### src/class_switch_cfg.svh
// class switch config: word width, queue depth and status thresholds

`ifndef CLASS_SWITCH_CFG_SVH
`define CLASS_SWITCH_CFG_SVH

// word width, top bit carries the traffic class
`define CS_DATA_SIZE 10

// entries per class queue
`define CS_FIFO_DEPTH 8

// almost_full high at or above this occupancy
`define CS_ALMOST_FULL 6

// almost_empty high at or below this occupancy
`define CS_ALMOST_EMPTY 2

`endif

### src/switch_ctrl_pkg.sv
// switch control package: per class flow state and error cause encodings

`default_nettype none

package switch_ctrl_pkg;

  // pause hysteresis state, one per class
  typedef enum logic {
    FLOW_RUN   = 1'b0,
    FLOW_PAUSE = 1'b1
  } flow_state_e;

  // first error seen on a class, held until reset
  typedef enum logic [1:0] {
    ERR_NONE      = 2'b00,
    ERR_OVERFLOW  = 2'b01,  // push into full queue
    ERR_UNDERFLOW = 2'b10   // pop from empty queue
  } err_cause_e;

endpackage

`default_nettype wire

### src/switch_data_pkg.sv
// switch data package: word format and traffic class decode for the data path

`default_nettype none

package switch_data_pkg;

  `include "class_switch_cfg.svh"

  localparam int CLASS_BIT = `CS_DATA_SIZE - 1;  // msb selects the class

  typedef logic [`CS_DATA_SIZE-1:0] sw_word_t;

  typedef enum logic {
    CLASS_0 = 1'b0,
    CLASS_1 = 1'b1
  } sw_class_e;

  // class of a word, straight from its top bit
  function automatic sw_class_e word_class(sw_word_t w);
    return sw_class_e'(w[CLASS_BIT]);
  endfunction

endpackage

`default_nettype wire
### src/class_queue_if.sv
// class queue interface: push, pop and status signals of one class queue

`timescale 1ns/10ps
`default_nettype none

interface class_queue_if;
  import switch_data_pkg::*;

  logic     push;          // one word per high cycle
  sw_word_t push_data;
  logic     pop;           // read strobe from downstream
  sw_word_t pop_data;      // head word, registered
  logic     pop_valid;     // pop_data good this cycle
  logic     empty;
  logic     full;
  logic     almost_full;
  logic     almost_empty;

  // demux side
  modport producer (output push, push_data);

  // storage side
  modport queue (
    input  push, push_data, pop,
    output pop_data, pop_valid, empty, full, almost_full, almost_empty
  );

  // controller watches strobes and status only
  modport monitor (input push, pop, full, empty, almost_full, almost_empty);

endinterface

`default_nettype wire

### src/class_demux.sv
// class demux: registers incoming words and steers each one to its class queue

`timescale 1ns/10ps
`default_nettype none

module class_demux (
  input  logic                      clk,
  input  logic                      rst_n,
  input  switch_data_pkg::sw_word_t in,
  input  logic                      valid_in,
  class_queue_if.producer           q0,
  class_queue_if.producer           q1
);
  import switch_data_pkg::*;

  sw_word_t  word_q;   // registered input word
  logic      valid_q;  // registered strobe
  sw_class_e cls;

  // payload only loads on a valid word
  always_ff @(posedge clk) begin
    if (valid_in) begin
      word_q <= in;
    end
  end

  always_ff @(posedge clk or negedge rst_n) begin
    if (!rst_n) begin
      valid_q <= 1'b0;
    end else begin
      valid_q <= valid_in;
    end
  end

  assign cls = word_class(word_q);

  // one push per registered word, picked by the class bit
  assign q0.push      = valid_q && (cls == CLASS_0);
  assign q1.push      = valid_q && (cls == CLASS_1);
  assign q0.push_data = word_q;  // both queues see the same data
  assign q1.push_data = word_q;

  // each accepted word lands in exactly one queue on the next cycle
  a_one_push: assert property (@(posedge clk) disable iff (!rst_n)
    valid_in |=> $onehot({q0.push, q1.push}));

endmodule

`default_nettype wire

### src/class_fifo.sv
// class fifo holding one class of words, with occupancy count and status flags

`timescale 1ns/10ps
`default_nettype none

`include "class_switch_cfg.svh"

module class_fifo (
  input  logic         clk,
  input  logic         rst_n,
  class_queue_if.queue q
);
  import switch_data_pkg::*;

  localparam int DEPTH = `CS_FIFO_DEPTH;
  localparam int PTR_W = $clog2(DEPTH);
  localparam int CNT_W = $clog2(DEPTH + 1);  // must hold DEPTH itself

  sw_word_t         mem [DEPTH];
  logic [PTR_W-1:0] wr_ptr;
  logic [PTR_W-1:0] rd_ptr;
  logic [CNT_W-1:0] count;  // current occupancy
  logic             do_push;
  logic             do_pop;

  // pointer step with wrap at DEPTH
  function automatic logic [PTR_W-1:0] next_ptr(logic [PTR_W-1:0] p);
    if (p == PTR_W'(DEPTH - 1)) begin
      return '0;
    end
    return p + 1'b1;
  endfunction

  assign do_push = q.push && !q.full;   // word dropped when full
  assign do_pop  = q.pop && !q.empty;   // read ignored when empty

  // storage write
  always_ff @(posedge clk) begin
    if (do_push) begin
      mem[wr_ptr] <= q.push_data;
    end
  end

  // head word out one cycle after the pop edge
  always_ff @(posedge clk) begin
    if (do_pop) begin
      q.pop_data <= mem[rd_ptr];
    end
  end

  always_ff @(posedge clk or negedge rst_n) begin
    if (!rst_n) begin
      wr_ptr      <= '0;
      rd_ptr      <= '0;
      count       <= '0;
      q.pop_valid <= 1'b0;
    end else begin
      q.pop_valid <= do_pop;
      if (do_push) begin
        wr_ptr <= next_ptr(wr_ptr);
      end
      if (do_pop) begin
        rd_ptr <= next_ptr(rd_ptr);
      end
      // push and pop together leave count alone
      case ({do_push, do_pop})
        2'b10:   count <= count + 1'b1;
        2'b01:   count <= count - 1'b1;
        default: count <= count;
      endcase
    end
  end

  // flags straight off the count register
  assign q.empty        = (count == '0);
  assign q.full         = (count == CNT_W'(DEPTH));
  assign q.almost_full  = (count >= CNT_W'(`CS_ALMOST_FULL));
  assign q.almost_empty = (count <= CNT_W'(`CS_ALMOST_EMPTY));

  a_count_range: assert property (@(posedge clk) disable iff (!rst_n)
    count <= CNT_W'(DEPTH));

  // pointers meet only when the queue is empty or full
  a_empty_full: assert property (@(posedge clk) disable iff (!rst_n)
    (q.empty || q.full) == (wr_ptr == rd_ptr));

endmodule

`default_nettype wire

### src/class_flow_ctrl.sv
// flow controller with pause hysteresis and sticky overflow and underflow flags per class

`timescale 1ns/10ps
`default_nettype none

module class_flow_ctrl (
  input  logic                        clk,
  input  logic                        rst_n,
  class_queue_if.monitor              q0,
  class_queue_if.monitor              q1,
  output logic                        pause0,
  output logic                        pause1,
  output logic                        error0,
  output logic                        error1,
  output switch_ctrl_pkg::err_cause_e err_cause0,
  output switch_ctrl_pkg::err_cause_e err_cause1
);
  import switch_ctrl_pkg::*;

  // flags of both classes packed by class index
  logic [1:0]  push_v;
  logic [1:0]  pop_v;
  logic [1:0]  full_v;
  logic [1:0]  empty_v;
  logic [1:0]  af_v;
  logic [1:0]  ae_v;
  flow_state_e state_q [2];
  logic        err_q   [2];
  err_cause_e  cause_q [2];

  assign push_v  = {q1.push, q0.push};
  assign pop_v   = {q1.pop, q0.pop};
  assign full_v  = {q1.full, q0.full};
  assign empty_v = {q1.empty, q0.empty};
  assign af_v    = {q1.almost_full, q0.almost_full};
  assign ae_v    = {q1.almost_empty, q0.almost_empty};

  for (genvar i = 0; i < 2; i++) begin : g_class
    logic ovf;  // push while full
    logic udf;  // pop while empty

    assign ovf = push_v[i] && full_v[i];
    assign udf = pop_v[i] && empty_v[i];

    // enter pause on almost_full and leave only on almost_empty
    always_ff @(posedge clk or negedge rst_n) begin
      if (!rst_n) begin
        state_q[i] <= FLOW_RUN;
      end else if (state_q[i] == FLOW_RUN && af_v[i]) begin
        state_q[i] <= FLOW_PAUSE;
      end else if (state_q[i] == FLOW_PAUSE && ae_v[i]) begin
        state_q[i] <= FLOW_RUN;
      end
    end

    // first cause wins and the flag sticks until reset
    always_ff @(posedge clk or negedge rst_n) begin
      if (!rst_n) begin
        err_q[i]   <= 1'b0;
        cause_q[i] <= ERR_NONE;
      end else if (!err_q[i] && (ovf || udf)) begin
        err_q[i]   <= 1'b1;
        cause_q[i] <= ovf ? ERR_OVERFLOW : ERR_UNDERFLOW;
      end
    end

    // pause rises only on a queue that is almost full and not almost empty
    a_pause_rise: assert property (@(posedge clk) disable iff (!rst_n)
      $rose(state_q[i] == FLOW_PAUSE) |-> $past(af_v[i] && !ae_v[i]));
  end

  assign pause0     = (state_q[0] == FLOW_PAUSE);
  assign pause1     = (state_q[1] == FLOW_PAUSE);
  assign error0     = err_q[0];
  assign error1     = err_q[1];
  assign err_cause0 = cause_q[0];
  assign err_cause1 = cause_q[1];

endmodule

`default_nettype wire

### src/class_switch.sv
// class switch top: demux into two class queues with flow and error control

`timescale 1ns/10ps
`default_nettype none

`include "class_switch_cfg.svh"

module class_switch (
  input  logic                        clk,
  input  logic                        rst_n,
  input  logic [`CS_DATA_SIZE-1:0]    in,
  input  logic                        valid_in,
  input  logic                        read0,       // pop class 0
  input  logic                        read1,       // pop class 1
  output logic [`CS_DATA_SIZE-1:0]    out0,
  output logic [`CS_DATA_SIZE-1:0]    out1,
  output logic                        out0_valid,
  output logic                        out1_valid,
  output logic                        fifo0_empty,
  output logic                        fifo1_empty,
  output logic                        almost_full0,
  output logic                        almost_full1,
  output logic                        almost_empty0,
  output logic                        almost_empty1,
  output logic                        pause0,      // advisory to upstream
  output logic                        pause1,
  output logic                        error0,      // sticky
  output logic                        error1,
  output switch_ctrl_pkg::err_cause_e err_cause0,
  output switch_ctrl_pkg::err_cause_e err_cause1
);

  class_queue_if q0_if ();  // class 0 queue bundle
  class_queue_if q1_if ();  // class 1 queue bundle

  // reads come straight from downstream
  assign q0_if.pop = read0;
  assign q1_if.pop = read1;

  class_demux u_demux (
    .clk      (clk),
    .rst_n    (rst_n),
    .in       (in),
    .valid_in (valid_in),
    .q0       (q0_if),
    .q1       (q1_if)
  );

  class_fifo u_fifo0 (.clk(clk), .rst_n(rst_n), .q(q0_if));
  class_fifo u_fifo1 (.clk(clk), .rst_n(rst_n), .q(q1_if));

  class_flow_ctrl u_flow_ctrl (
    .clk        (clk),
    .rst_n      (rst_n),
    .q0         (q0_if),
    .q1         (q1_if),
    .pause0     (pause0),
    .pause1     (pause1),
    .error0     (error0),
    .error1     (error1),
    .err_cause0 (err_cause0),
    .err_cause1 (err_cause1)
  );

  // queue outputs to pins
  assign out0          = q0_if.pop_data;
  assign out1          = q1_if.pop_data;
  assign out0_valid    = q0_if.pop_valid;
  assign out1_valid    = q1_if.pop_valid;
  assign fifo0_empty   = q0_if.empty;
  assign fifo1_empty   = q1_if.empty;
  assign almost_full0  = q0_if.almost_full;
  assign almost_full1  = q1_if.almost_full;
  assign almost_empty0 = q0_if.almost_empty;
  assign almost_empty1 = q1_if.almost_empty;

endmodule

`default_nettype wire

### config.mk
export PLATFORM = sky130hd
export DESIGN_NAME = class_switch
export DESIGN_NICKNAME = d
export VERILOG_FILES = /design/src/switch_ctrl_pkg.sv /design/src/switch_data_pkg.sv /design/src/class_queue_if.sv /design/src/class_demux.sv /design/src/class_fifo.sv /design/src/class_flow_ctrl.sv /design/src/class_switch.sv
export VERILOG_INCLUDE_DIRS = /design/src /design/src/src
export SDC_FILE = /design/constraint.sdc
export NUM_CORES = 1
export LEC_CHECK = 0
export ABC_CLOCK_PERIOD_IN_PS = 3500
export BUFFER_PORTS_ARGS = -buffer_cell sky130_fd_sc_hd__clkbuf_2
export CORE_AREA = 2 2 103 155
export CTS_CLUSTER_SIZE = 24
export DETAILED_ROUTE_END_ITERATION = 10
export DIE_AREA = 0 0 105 157
export PLACE_DENSITY = 0.78
export SETUP_SLACK_MARGIN = 0.2
export SKIP_CTS_REPAIR_TIMING = 1
export SLEW_MARGIN = 20
export SYNTH_ARGS = -nofsm -noshare
export SYNTH_HDL_FRONTEND = slang
export SYNTH_HIERARCHICAL = 1
export SYNTH_SLANG_ARGS = --single-unit
### constraint.sdc
create_clock -name clk -period 3.5 [get_ports clk]
set_input_delay 0.875 -clock clk [delete_from_list [all_inputs] [get_ports clk]]
set_output_delay 0.875 -clock clk [all_outputs]
set_load 0.01 [all_outputs]
After elaboration in Yosys (flattened, before gate mapping)
Memories as Yosys holds them, arrays and structs flattened. A register that Yosys moved wholly into a read port is not among the register bits.
Index checks and enable logic that the tools add are counted.
{"block": "word_totals", "regBits": 41, "mem_bits_rw": 160, "input_bits": 15, "out_inout_bits": 36, "wordCells": 101, "memories": 2}
{"name": "u_fifo0.mem", "words": 8, "width": 10, "rd": 1, "rd_clocked_by_memory_dff": 1, "wr": 1, "line": "class_fifo.sv:19", "text": "sw_word_t mem [DEPTH];"}
{"name": "u_fifo1.mem", "words": 8, "width": 10, "rd": 1, "rd_clocked_by_memory_dff": 1, "wr": 1, "line": "class_fifo.sv:19"}
{"block": "op_classes", "n_addsub": 8, "n_lt_le_gt_ge": 4, "eq_ne": 10, "mux": 28, "bitwise": 3, "n_reduce_logical": 30}
{"operator": "two-way mux 3 bit", "count": 8}
{"operator": "logical AND 1 bit", "count": 16}
{"operator": "two-way mux 1 bit", "count": 16}
{"operator": "case mux 4 bit (2 select lines)", "count": 2}
{"operator": "adder 3 x 1 -> 3 bit (second input constant)", "count": 4}
{"operator": "equality test 3 bit (second input constant)", "count": 4}
{"operator": "adder 4 x 1 -> 4 bit (second input constant)", "count": 2}
{"operator": "equality test 4 bit (second input constant)", "count": 2}
{"operator": "greater-or-equal comparator 4 x 3 -> 1 bit (second input constant)", "count": 2}
{"operator": "<= comparator 4 x 2 -> 1 bit (second input constant)", "count": 2}
{"operator": "zero test 4 bit", "count": 2}
{"operator": "nonzero test 2 bit", "count": 4}
{"operator": "subtractor 4 x 1 -> 4 bit (second input constant)", "count": 2}
{"operator": "zero test 1 bit", "count": 6}
{"operator": "equality test 2 x 1 -> 1 bit (second input constant)", "count": 2}
{"operator": "equality test 2 bit (second input constant)", "count": 2}
{"operator": "two-way mux 2 bit", "count": 2}
{"operator": "inverter 1 bit", "count": 3}
{"operator": "logical OR 1 bit", "count": 2}

Depth between registers and ports, before layout
Gate-level depths: netlist of the first run.
{"block": "logic_depth", "ltp_word": 5, "depth_mapped": 8, "depth_no_buf": 7}

By module
Netlist of the first run, hierarchy kept.
{"mod": "class_fifo (u_fifo0)", "n_inst": 1, "cells_each": 198, "area_per_inst_um2": 4141.5, "seq_area_each_um2": 2977.9}
{"mod": "class_fifo (u_fifo1)", "n_inst": 1, "cells_each": 198, "area_per_inst_um2": 4111.4, "seq_area_each_um2": 2977.9}
{"mod": "class_demux", "n_inst": 1, "cells_each": 23, "area_per_inst_um2": 416.6, "seq_area_each_um2": 325.3}
{"mod": "class_flow_ctrl", "n_inst": 1, "cells_each": 26, "area_per_inst_um2": 299.0, "seq_area_each_um2": 200.2}

Least setup slack after synthesis of the first run
Ideal clock, no wire load.
{"block": "synth_timing", "kind": "input to register", "start": "in read0", "end": "reg u_fifo0.count[3]", "arrival_ns": 2.699, "path_slack_ns": 0.667, "path_stages": 7, "path_buffers": 0, "cell_sequence": "o41ai_4 inv_1 ha_1 ha_1 or4b_2 o311ai_0 o211ai_1"}
{"block": "synth_via", "elab_chain_len": 3}
{"element": "from (decl)", "line": "class_switch.sv:13", "text": "input logic read0,"}
{"element": "logical AND 1 bit (*)", "line": "class_fifo.sv:35", "text": "assign do_pop = q.pop && !q.empty;"}
{"element": "net u_fifo0.do_pop", "line": "class_fifo.sv:24", "text": "logic do_pop;"}
{"element": "equality test 2 x 1 -> 1 bit or equality test 2 bit (tied branches)", "line": "class_fifo.sv:66", "text": "case ({do_push, do_pop})"}
{"element": "case mux 4 bit (2 select lines) or nonzero test 2 bit (tied branches)"}
{"element": "to (signal assigned)", "line": "class_fifo.sv:67", "text": "2'b10: count <= count + 1'b1;"}
{"element": "to (signal assigned)", "line": "class_fifo.sv:68", "text": "2'b01: count <= count - 1'b1;"}
{"element": "to (signal assigned)", "line": "class_fifo.sv:69", "text": "default: count <= count;"}
{"element": "to (decl)", "line": "class_fifo.sv:22", "text": "logic [CNT_W-1:0] count;"}
Mark *: on every way through the listed nets, which the timed path passes. The rest lies on a longest branch.
A chain may end at the register's enable or synchronous reset.

Worst setup path in the final report of the first run
{"block": "layout_timing", "start": "reg u_fifo1.count[0]", "end": "reg u_fifo1.count[3]"}
{"block": "layout_via", "elab_chain_len": 5}
{"element": "from (decl)", "line": "class_fifo.sv:22"}
{"element": "from (signal assigned)", "line": "class_fifo.sv:67"}
{"element": "from (signal assigned)", "line": "class_fifo.sv:68"}
{"element": "from (signal assigned)", "line": "class_fifo.sv:69"}
{"element": "equality test 4 bit or zero test 4 bit (tied branches)", "line": "class_fifo.sv:76, class_fifo.sv:75"}
{"element": "zero test 1 bit (on tied branches)", "line": "class_fifo.sv:34, class_fifo.sv:35"}
{"element": "logical AND 1 bit (on tied branches)", "line": "class_fifo.sv:34, class_fifo.sv:35"}
{"element": "equality test 2 x 1 -> 1 bit or equality test 2 bit (tied branches)", "line": "class_fifo.sv:66"}
{"element": "case mux 4 bit (2 select lines) or nonzero test 2 bit (tied branches)"}
Several ways; a longest one is shown, not always the timed one.

==> results of run 1 <==
area by class of cell:
type                            count  area (um2)  area share
Sequential cell                   221        6480       0.647
Multi-Input combinational cell    184        2260       0.225
Clock buffer                       21         483      0.0482
Timing Repair Buffer               68         385      0.0385
Tap cell                          199         249      0.0248
Clock inverter                     12         114      0.0114
Inverter                           14        52.6     0.00524
layout by cell type, fill, tap and decap left out, types with 3 or more instances in the layout:
cell type / instances
buf_4: 18
clkinvlp_4: 3
mux2_4: 6
edfxtp_1: 190
clkinv_1: 3
mux4_2: 18
dfrtp_1: 31
nor3_1: 10
nand3_1: 6
mux4_1: 22
o21ai_0: 4
a21oi_1: 8
a21o_1: 4
clkbuf_2: 50
nand2_1: 10
nand2b_1: 6
nor2_1: 10
nor3b_1: 6
inv_1: 14
clkinv_2: 4
ha_1: 14
clkbuf_16: 19
mux2_2: 24
kinds of logic (layout without fill, tap and decap cells):
logic type / count (synthesis) / in the layout / synth area share
buffers and inverters: 40 / 115 / 0.0271
adder cells (fa/ha/maj): 16 / 16 / 0.0240
multiplexers: 72 / 72 / 0.152
AO/OA/AOI/OAI: 30 / 30 / 0.0276
XOR/XNOR: 4 / 4 / 0.00391
AND/OR/NAND/NOR: 62 / 62 / 0.0427
flip-flops: 221 / 221 / 0.723
worst max-delay path by stage:
stage	to	slack, ps
floorplan	u_fifo0/count[3]	670
global placement	u_fifo0/count[3]	690
detailed placement	u_fifo1/count[3]	520
CTS	u_fifo1/count[3]	520
global route	u_fifo0/count[3]	420
finish	u_fifo1/count[3]	520
state kept, by name (all words and copies together) (netlist names), 3 cells and up:
| signal | cells |
|---|---|
| u_fifo0/rd_ptr | 3 |
| u_fifo1/mem | 80 |
| u_fifo1/q.pop_data | 10 |
| u_demux/q0.push_data | 10 |
| u_fifo0/count | 4 |
| u_fifo1/rd_ptr | 3 |
| u_fifo1/wr_ptr | 3 |
| u_fifo0/wr_ptr | 3 |
| u_fifo0/mem | 80 |
| u_fifo1/count | 4 |
| u_fifo0/q.pop_data | 10 |
power breakdown:
group	total (W)	internal (W)	leakage (nW)	switching, W
clock	0.00203	0.00115	0.286	0.000881
sequential	0.00383	0.00336	2.10	0.000470
combinational	0.00196	0.00108	1.20	0.000884
total	0.00781	0.00558	3.58	0.00224
metal layers:
layer,track usage,part of all wire,vias to the layer above
met5,0,0,-
met4,0.0635,0.025,0
met3,0.0232,0.033,31
met2,0.347,0.56,86
met1,0.222,0.38,2167
li1,-,-,1924
stage by stage:
stage	worst slack (ps)	util
global placement	685	0.628
global route	424	0.668
finish	523	0.668
floorplan	667	-
CTS	523	0.668
detailed placement	522	0.628
critical path, stage by stage, from the launching register on:
cell      delay (ps)
dfrtp_1          500
or4b_4           640
nand2_8          130
ha_1             320
ha_1             340
or4b_2           640
o311ai_0         140
o211ai_1         130
==> run_results.csv, run 1 <==
group,metric,value,unit
route,detail_route.drc_violations,0,
route,detailedRoute.firstIterationViolations,177,
setup_path,critical_path_launch_point,"u_fifo1/count[0]",
logic_synthesis,synth_common_cells,"edfxtp_1, dfrtp_1, mux2_2",
timing,fin_setup_tns,0,ps
cells_and_area,post-route-cell-area,10000,um2
run_status,run_status,"finished, final reports clean",
route,num_vias,4208,
route,average_routed_wire_per_standard_cell,20.4,um
cells_and_area,filler_cell_count,993,
floorplanning,io_pins,51,
placement,detailed_place_hpwl,9.62,mm
global_route,grt_pass1_vias,4363,
floorplanning,rows,55,
logic_synthesis,yosys_warnings,6,
setup_path,worstPathArrival,3330,ps
setup_path,timing_worst_setup_path_type,"flop to flop",
timing,slew_violations,0,
timing,final_cycle_utilization_of_the_critical_path,0.850,
logic_synthesis,synth_largest_type_area_fraction,0.636,
logic_synthesis,netlist-cell-type-count,42,
floorplanning,floorplan.initialDensity,0.598,
setup_path,worst_setup_path_end_kind,"flop",
clock_tree,root_buffer,"clkbuf_16",
cells_and_area,num-nets-final,539,
global_route,gr-total-overflow,0,
floorplanning,die-height,157,um
global_route,grt_pass1_wl,23.6,mm
route,postRouteWirelength,14.6,mm
floorplanning,die_w,105,um
timing,finalClockSkew,7.33,ps
clock_tree,numCtsBuffers,19,
setup_path,worstPathMaxFanout,9,
logic_synthesis,async_reset_ff_frac,0.140,
pwr,leakagePower,3.58,nW
clock_tree,cts_sink_cnt,221,
timing,setup_viol,0,
timing,finalCriticalPeriod,2980,ps
floorplanning,floorplan.die_area,16500,um2
floorplanning,core-area,15000,um2
setup_path,worstReg2RegEnd,"u_fifo1/count[3]",
global_route,grt_overall_usage,0.186,
setup_path,r2r.worst_path.cells,7,
worst_hold_path,hold_path_class,"input port to async pin",
clock_tree,htree_num_levels,1,
setup_path,worst-r2r-setup-slack,520,ps
placement,port-buffer-count,50,
timing,hold_slack,467,ps
logic_synthesis,mappedNetlistNets,476,
pwr,power_density,780,nW/um2
setup_path,worstSetupStartpointType,"flop",
run,timing.max_cap.violations,0,
route,drtAntennaViolNets,0,
logic_synthesis,ys_seq_area_frac,0.723,
cells_and_area,layout.cells.non_filler,719,
route,avgViaCountPerCell,5.85,
timing,rsz_0062_raised_after_global_routing,"no",
logic_synthesis,yosys_register_bits,221,
clock_tree,cts.reportedPaths.clkPinSlew,60,ps
cells_and_area,insertedDiodeCount,0,
timing,report.final.hold_viol_count,0,
pwr,finalPower,0.00781,W
logic_synthesis,synth-edff-count,190,
logic_synthesis,syn-cell-area,8970,um2
cells_and_area,area_growth,11.7,%
clock_tree,clockBufferDepth,3,
cells_and_area,drive_gt1_frac,0.300,
route,drt_first_pass_iters,4,
timing,timing_worst_slew_pin_value,973,ps
timing,fmax,0.336,GHz
placement,post_dp_cell_area,9430,um2
global_route,antenna_found_initial,0,
logic_synthesis,synthDominantAreaCellType,"edfxtp_1",
setup_path,cp_data_required_time,3850,ps
logic_synthesis,synth_top_cells_by_area,"edfxtp_1, dfrtp_1, mux4_1",
placement,place_inst,686,
pwr,vdd_ir_drop_max,435,uV
clock_tree,clkLatencyLatePin,480,ps
logic_synthesis,syn_area_per_cell,20.2,um2
timing,max_slew_margin,0.349,
global_route,maximum_number_of_pins_on_one_net_before_global_route_repair,32,
clock_tree,tritoncts,"built",
logic_synthesis,synth_top_flop_cell,"edfxtp_1",
setup_path,r2r-start,"u_fifo1/count[0]",
logic_synthesis,syn_inst,445,
placement,place_congestion,0.743,
logic_synthesis,yosysMostFrequentCell,"edfxtp_1",
Power figures use the tool's default switching activity.
==> inputs of run 2 (changes only) <==
- CORE_AREA: 2 2 103 155 -> 2 2 126 128
- DIE_AREA: 0 0 105 157 -> 0 0 128 130
- PLACE_DENSITY: 0.78 -> 0.77
- SKIP_CTS_REPAIR_TIMING: 1 -> not set
==> run 2 against run 1 <==
Net effect: die area is 0.94% higher; sequential power barely moved; register-to-register slack improved by 40 ps; non-clock buffer count increased by 2; maximum frequency rose by 1.4%; critical path type unchanged; largest cell class unchanged.
==> run_results.csv, run 2 (synthesized netlist as in run 1, its figures left out) <==
group,metric,value,unit
pwr,power_density,801,nW/um2
route,drtAntennaViolNets,0,
clock_tree,cts_resized,0,
clock_tree,numCtsBuffers,23,
clock_tree,clockBufferDepth,3,
global_route,gr-total-overflow,0,
clock_tree,clkLatencyLatePin,500,ps
route,detail_route.drc_violations,0,
placement,port-buffer-count,50,
timing,timing_worst_slew_pin_value,991,ps
placement,detailed_place_hpwl,9.38,mm
setup_path,r2r.worst_path.cells,7,
setup_path,worstPathArrival,3310,ps
clock_tree,root_buffer,"clkbuf_16",
timing,slew_violations,0,
floorplanning,core-area,15400,um2
cells_and_area,layout.cells.non_filler,722,
cells_and_area,area_growth,13.3,%
setup_path,worst_path_max_delay_cell,"or4b_2",
placement,place_inst,681,
route,num_vias,4241,
run_status,run_status,"finished, final reports clean",
cells_and_area,most_common_library_cell_in_the_layout_ignoring_fill_and_taps,"edfxtp_1",
setup_path,cp_data_required_time,3870,ps
setup_path,critical-path-top-delay-family,"simple AND/OR/NAND/NOR gates",
timing,finalCriticalPeriod,2940,ps
setup_path,worstSetupStartpointType,"flop",
floorplanning,die-height,130,um
route,drt_first_pass_iters,4,
pwr,leakagePower,3.67,nW
floorplanning,floorplan.die_area,16600,um2
floorplanning,rows,46,
setup_path,cp_common_cell,"ha_1",
global_route,grt_overall_usage,0.189,
route,average_routed_wire_per_standard_cell,21.0,um
clock_tree,tritoncts,"built",
setup_path,worst-r2r-setup-slack,560,ps
setup_path,timing_worst_setup_path_type,"flop to flop",
placement,post-place-ws,577,ps
floorplanning,io_pins,51,
floorplanning,die_w,128,um
timing,max_slew_margin,0.339,
setup_path,worstReg2RegEnd,"u_fifo1/count[3]",
cells_and_area,insertedDiodeCount,0,
timing,finalClockSkew,10.2,ps
clock_tree,htree_num_levels,1,
setup_path,cells_along_the_critical_path,"or4b_4 > nand2_8 > ha_1 > ha_1 > or4b_2 > o311ai_0 > o211ai_1",
global_route,grt_pass1_wl,23.5,mm
timing,rsz_0062_raised_after_global_routing,"no",
timing,setup_viol,0,
timing,final_cycle_utilization_of_the_critical_path,0.839,
route,postRouteWirelength,15.2,mm
global_route,antenna_found_initial,0,
run,timing.max_cap.violations,0,
setup_path,worstPathMaxFanout,9,
route,avgViaCountPerCell,5.87,
cells_and_area,drive_gt1_frac,0.304,
clock_tree,cts.reportedPaths.clkPinSlew,60,ps
timing,final.setup.worst_slack,563,ps
setup_path,worst_setup_path_end_kind,"flop",
timing,report.final.hold_viol_count,0,
timing,fin_setup_tns,0,ps
setup_path,r2r-start,"u_fifo1/count[0]",
clock_tree,cts-hold-fix-buffers,0,
cells_and_area,num-nets-final,545,
floorplanning,floorplan.initialDensity,0.581,
setup_path,timing.critical_path.slowest_cell_delay,640,ps
worst_hold_path,hold_path_class,"input port to async pin",
cells_and_area,largest_registers,"u_fifo0/mem: 80 flops, u_fifo1/mem: 80 flops",
clock_tree,postCtsSetupBuffers,0,
cells_and_area,layout_common_cells,"edfxtp_1, clkbuf_2, dfrtp_1",
global_route,maximum_number_of_pins_on_one_net_before_global_route_repair,32,
pwr,vdd_ir_drop_max,495,uV
timing,fmax,0.341,GHz
setup_path,cp.buffers_inverters,0,
route,detailedRoute.firstIterationViolations,244,
clock_tree,cts_sink_cnt,221,
global_route,grt_pass1_vias,4264,
placement,place_congestion,0.758,
## run 2: where the power goes
part / switching [W] / internal [W] / total (W)
combinational: 0.000888 / 0.00108 / 0.00197
clock: 0.000916 / 0.00143 / 0.00234
sequential: 0.000477 / 0.00336 / 0.00384
total: 0.00228 / 0.00586 / 0.00814
## run 2: layout make-up
cell class	instances	area, um2
Fill cell	994	5260
Sequential cell	221	6480
Clock inverter	13	138
Inverter	14	52.6
Tap cell	192	240
Multi-Input combinational cell	184	2260
Clock buffer	28	594
Timing Repair Buffer	70	400
## run 2: routing by layer
metal,wire length (um),part of all wire,global-route usage,vias up
li1,-,-,-,1936
met1,6390,0.42,0.249,2203
met2,7990,0.53,0.329,83
met3,572,0.038,0.0312,19
met4,199,0.013,0.0569,0
met5,0,0,0,-
## run 2: worst max path at each step
| stage | startpoint | end | slack (ps) | depth (start not counted) |
|---|---|---|---|---|
| finish | u_fifo1/count[0] | u_fifo1/count[3] | 560 | 7 |
| global route | u_fifo0/count[0] | u_fifo0/count[3] | 440 | 7 |
| CTS | u_fifo0/count[0] | u_fifo0/count[3] | 570 | 7 |
| detailed placement | read0 | u_fifo0/count[3] | 580 | 8 |
| global placement | read0 | u_fifo0/count[3] | 680 | 8 |
| floorplan | read0 | u_fifo0/count[3] | 670 | 7 |
## run 2: worst reg2reg max path, stage by stage (launching register included)
cell	delay [ps]
dfrtp_1	490
or4b_4	640
nand2_8	130
ha_1	320
ha_1	340
or4b_2	640
o311ai_0	120
o211ai_1	130
## run 2: stage by stage
step,hold WS (ps),util,total power (W),area [um2]
floorplan,503,-,0.00530,8970
global placement,452,0.611,0.00575,9430
detailed placement,480,0.611,0.00587,9430
CTS,473,0.659,0.00824,10200
global route,512,0.659,0.00855,10200
finish,439,0.659,0.00814,10200
==> inputs of run 3 (changes only) <==
- ABC_CLOCK_PERIOD_IN_PS: 3500 -> 2530
- CORE_AREA: 2 2 126 128 -> 2 2 131 133
- DIE_AREA: 0 0 128 130 -> 0 0 133 135
- PLACE_DENSITY: 0.77 -> 0.75
- clock period: 3.5 -> 2.53 ns (I/O delays scaled with it)
==> run 3 against run 2 <==
Net effect: cell count is 5.8% higher; sequential power is 31% higher; count of clock-buffer cells in the layout is 1 lower; utilization is 2.5 points lower; worst hold slack worse by 240 ps; non-clock buffer count is 15 higher; die area is 7.9% higher; register-to-register slack worse by 340 ps; final area is 2.4% higher; total power is 42% higher; wire length is 1.4% higher; critical path type unchanged; critical endpoint unchanged; largest power group unchanged.
==> run_results.csv, run 3 (synthesized netlist as in run 1, its figures left out) <==
group,metric,value,unit
clock_tree,cts-hold-fix-buffers,0,
pwr,finalPower,0.0116,W
route,detail_route.drc_violations,0,
global_route,antenna_found_initial,0,
timing,fin_setup_tns,0,ps
pwr,vdd_ir_drop_max,558,uV
timing,slew_violations,0,
floorplanning,die-height,135,um
global_route,maximum_number_of_pins_on_one_net_before_global_route_repair,32,
floorplanning,floorplan.initialDensity,0.547,
route,detailedRoute.firstIterationViolations,236,
timing,finalClockSkew,13.3,ps
route,num_vias,4280,
pwr,power_density,1110,nW/um2
route,postRouteWirelength,15.4,mm
global_route,grt_pass1_vias,4389,
timing,final_cycle_utilization_of_the_critical_path,0.913,
setup_path,worstReg2RegEnd,"u_fifo1/count[3]",
placement,post-place-ws,135,ps
clock_tree,htree_num_levels,1,
worst_hold_path,hold_path_class,"input port to async pin",
setup_path,timing_worst_setup_path_type,"flop to flop",
setup_path,r2r-start,"u_fifo1/count[2]",
clock_tree,numCtsBuffers,23,
cells_and_area,layout.cells.non_filler,764,
setup_path,worstPathMaxFanout,5,
setup_path,cells_along_the_critical_path,"or4b_4 > nand2_8 > ha_4 > ha_4 > or4b_4 > o311ai_1 > o211ai_1",
cells_and_area,most_common_library_cell_in_the_layout_ignoring_fill_and_taps,"edfxtp_1",
placement,place_congestion,0.783,
clock_tree,root_buffer,"clkbuf_16",
route,avgViaCountPerCell,5.60,
floorplanning,rows,47,
route,drt_first_pass_iters,4,
global_route,grt_pass1_wl,24.0,mm
cells_and_area,num-nets-final,560,
timing,setup_viol,0,
run,timing.max_cap.violations,0,
clock_tree,cts.reportedPaths.clkPinSlew,60,ps
setup_path,worst_setup_path_end_kind,"flop",
setup_path,timing.critical_path.slowest_cell_delay,590,ps
setup_path,worst_path_max_delay_cell,"or4b_4",
setup_path,cp_data_required_time,2910,ps
timing,report.final.hold_viol_count,0,
route,drtAntennaViolNets,0,
timing,final.setup.worst_slack,220,ps
setup_path,r2r.worst_path.cells,7,
timing,fmax,0.433,GHz
cells_and_area,area_growth,16.0,%
placement,detailed_place_hpwl,9.35,mm
cells_and_area,layout_common_cells,"edfxtp_1, clkbuf_2, buf_4",
floorplanning,die_w,133,um
cells_and_area,largest_registers,"u_fifo0/mem: 80 flops, u_fifo1/mem: 80 flops",
cells_and_area,drive_gt1_frac,0.349,
route,average_routed_wire_per_standard_cell,20.1,um
clock_tree,clkLatencyLatePin,500,ps
cells_and_area,insertedDiodeCount,0,
clock_tree,cts_sink_cnt,221,
clock_tree,tritoncts,"built",
global_route,gr-total-overflow,0,
placement,place_inst,716,
timing,finalCriticalPeriod,2310,ps
timing,rsz_0062_raised_after_global_routing,"yes",
placement,port-buffer-count,50,
timing,max_slew_margin,0.273,
floorplanning,io_pins,51,
floorplanning,floorplan.die_area,18000,um2
setup_path,worstSetupStartpointType,"flop",
pwr,leakagePower,3.74,nW
run_status,run_status,"finished, final reports clean",
setup_path,worstPathArrival,2680,ps
global_route,grt_overall_usage,0.176,
timing,timing_worst_slew_pin_value,1090,ps
floorplanning,core-area,16400,um2
clock_tree,clockBufferDepth,3,
setup_path,worst-r2r-setup-slack,220,ps
run 3: worst max path at each step:
stage                     start               end  slack, ps  depth (start not counted)
2_1_floorplan  u_fifo1/count[3]  u_fifo1/count[3]        100                          8
3_3_place_gp   u_fifo0/count[1]  u_fifo0/count[3]        160                          7
3_5_place_dp   u_fifo0/count[1]  u_fifo0/count[3]        130                          7
4_1_cts        u_fifo0/count[2]  u_fifo0/count[3]        210                          8
5_1_grt        u_fifo1/count[0]       fifo1_empty        160                          3
6_report       u_fifo1/count[2]  u_fifo1/count[3]        220                          7
run 3: metrics by stage:
step / utilization / hold WS, ps / area, um2
after global placement: 0.584 / 453 / 9580
after detailed placement: 0.584 / 477 / 9580
after global routing: 0.634 / 261 / 10400
after floorplan: - / 337 / 9030
final: 0.634 / 198 / 10400
after CTS: 0.633 / 221 / 10400
run 3: what timing repair did:
item | in CTS | in global routing
pin swaps | 8 | 5
endpoints found under the hold margin | 0 | 0
buffers inserted | 7 | 1
gates resized for setup | 3 | 2
setup endpoints to repair | 4 | 3
run 3: metal layers:
metal	vias up	wire, um	track usage
met1	2179	6270	0.224
met2	103	7900	0.311
met3	29	828	0.0315
li1	1969	-	-
met4	0	378	0.0556
met5	-	0	0
run 3: area by class of cell:
type,instances,area (um2)
clock buffers,27,601
clock inverters,13,138
fillers,1126,6000
inverters,14,52.6
multi-input cells,184,2340
flip-flops and latches,221,6480
well taps,220,275
repair buffers,85,517
run 3: worst max-delay path: cells and delay by family (launching register included):
family / cells / cell delay (ps)
fa+ha+maj: 2 / 390
simple gates: 3 / 1180
flops: 1 / 400
compound gates: 2 / 210
run 3: power breakdown:
group	leakage (nW)	switching, W	internal [W]	total [W]
Combinational	1.28	0.00159	0.00169	0.00328
Clock	0.365	0.00127	0.00199	0.00327
Sequential	2.09	0.000389	0.00465	0.00504
Total	3.74	0.00325	0.00833	0.0116
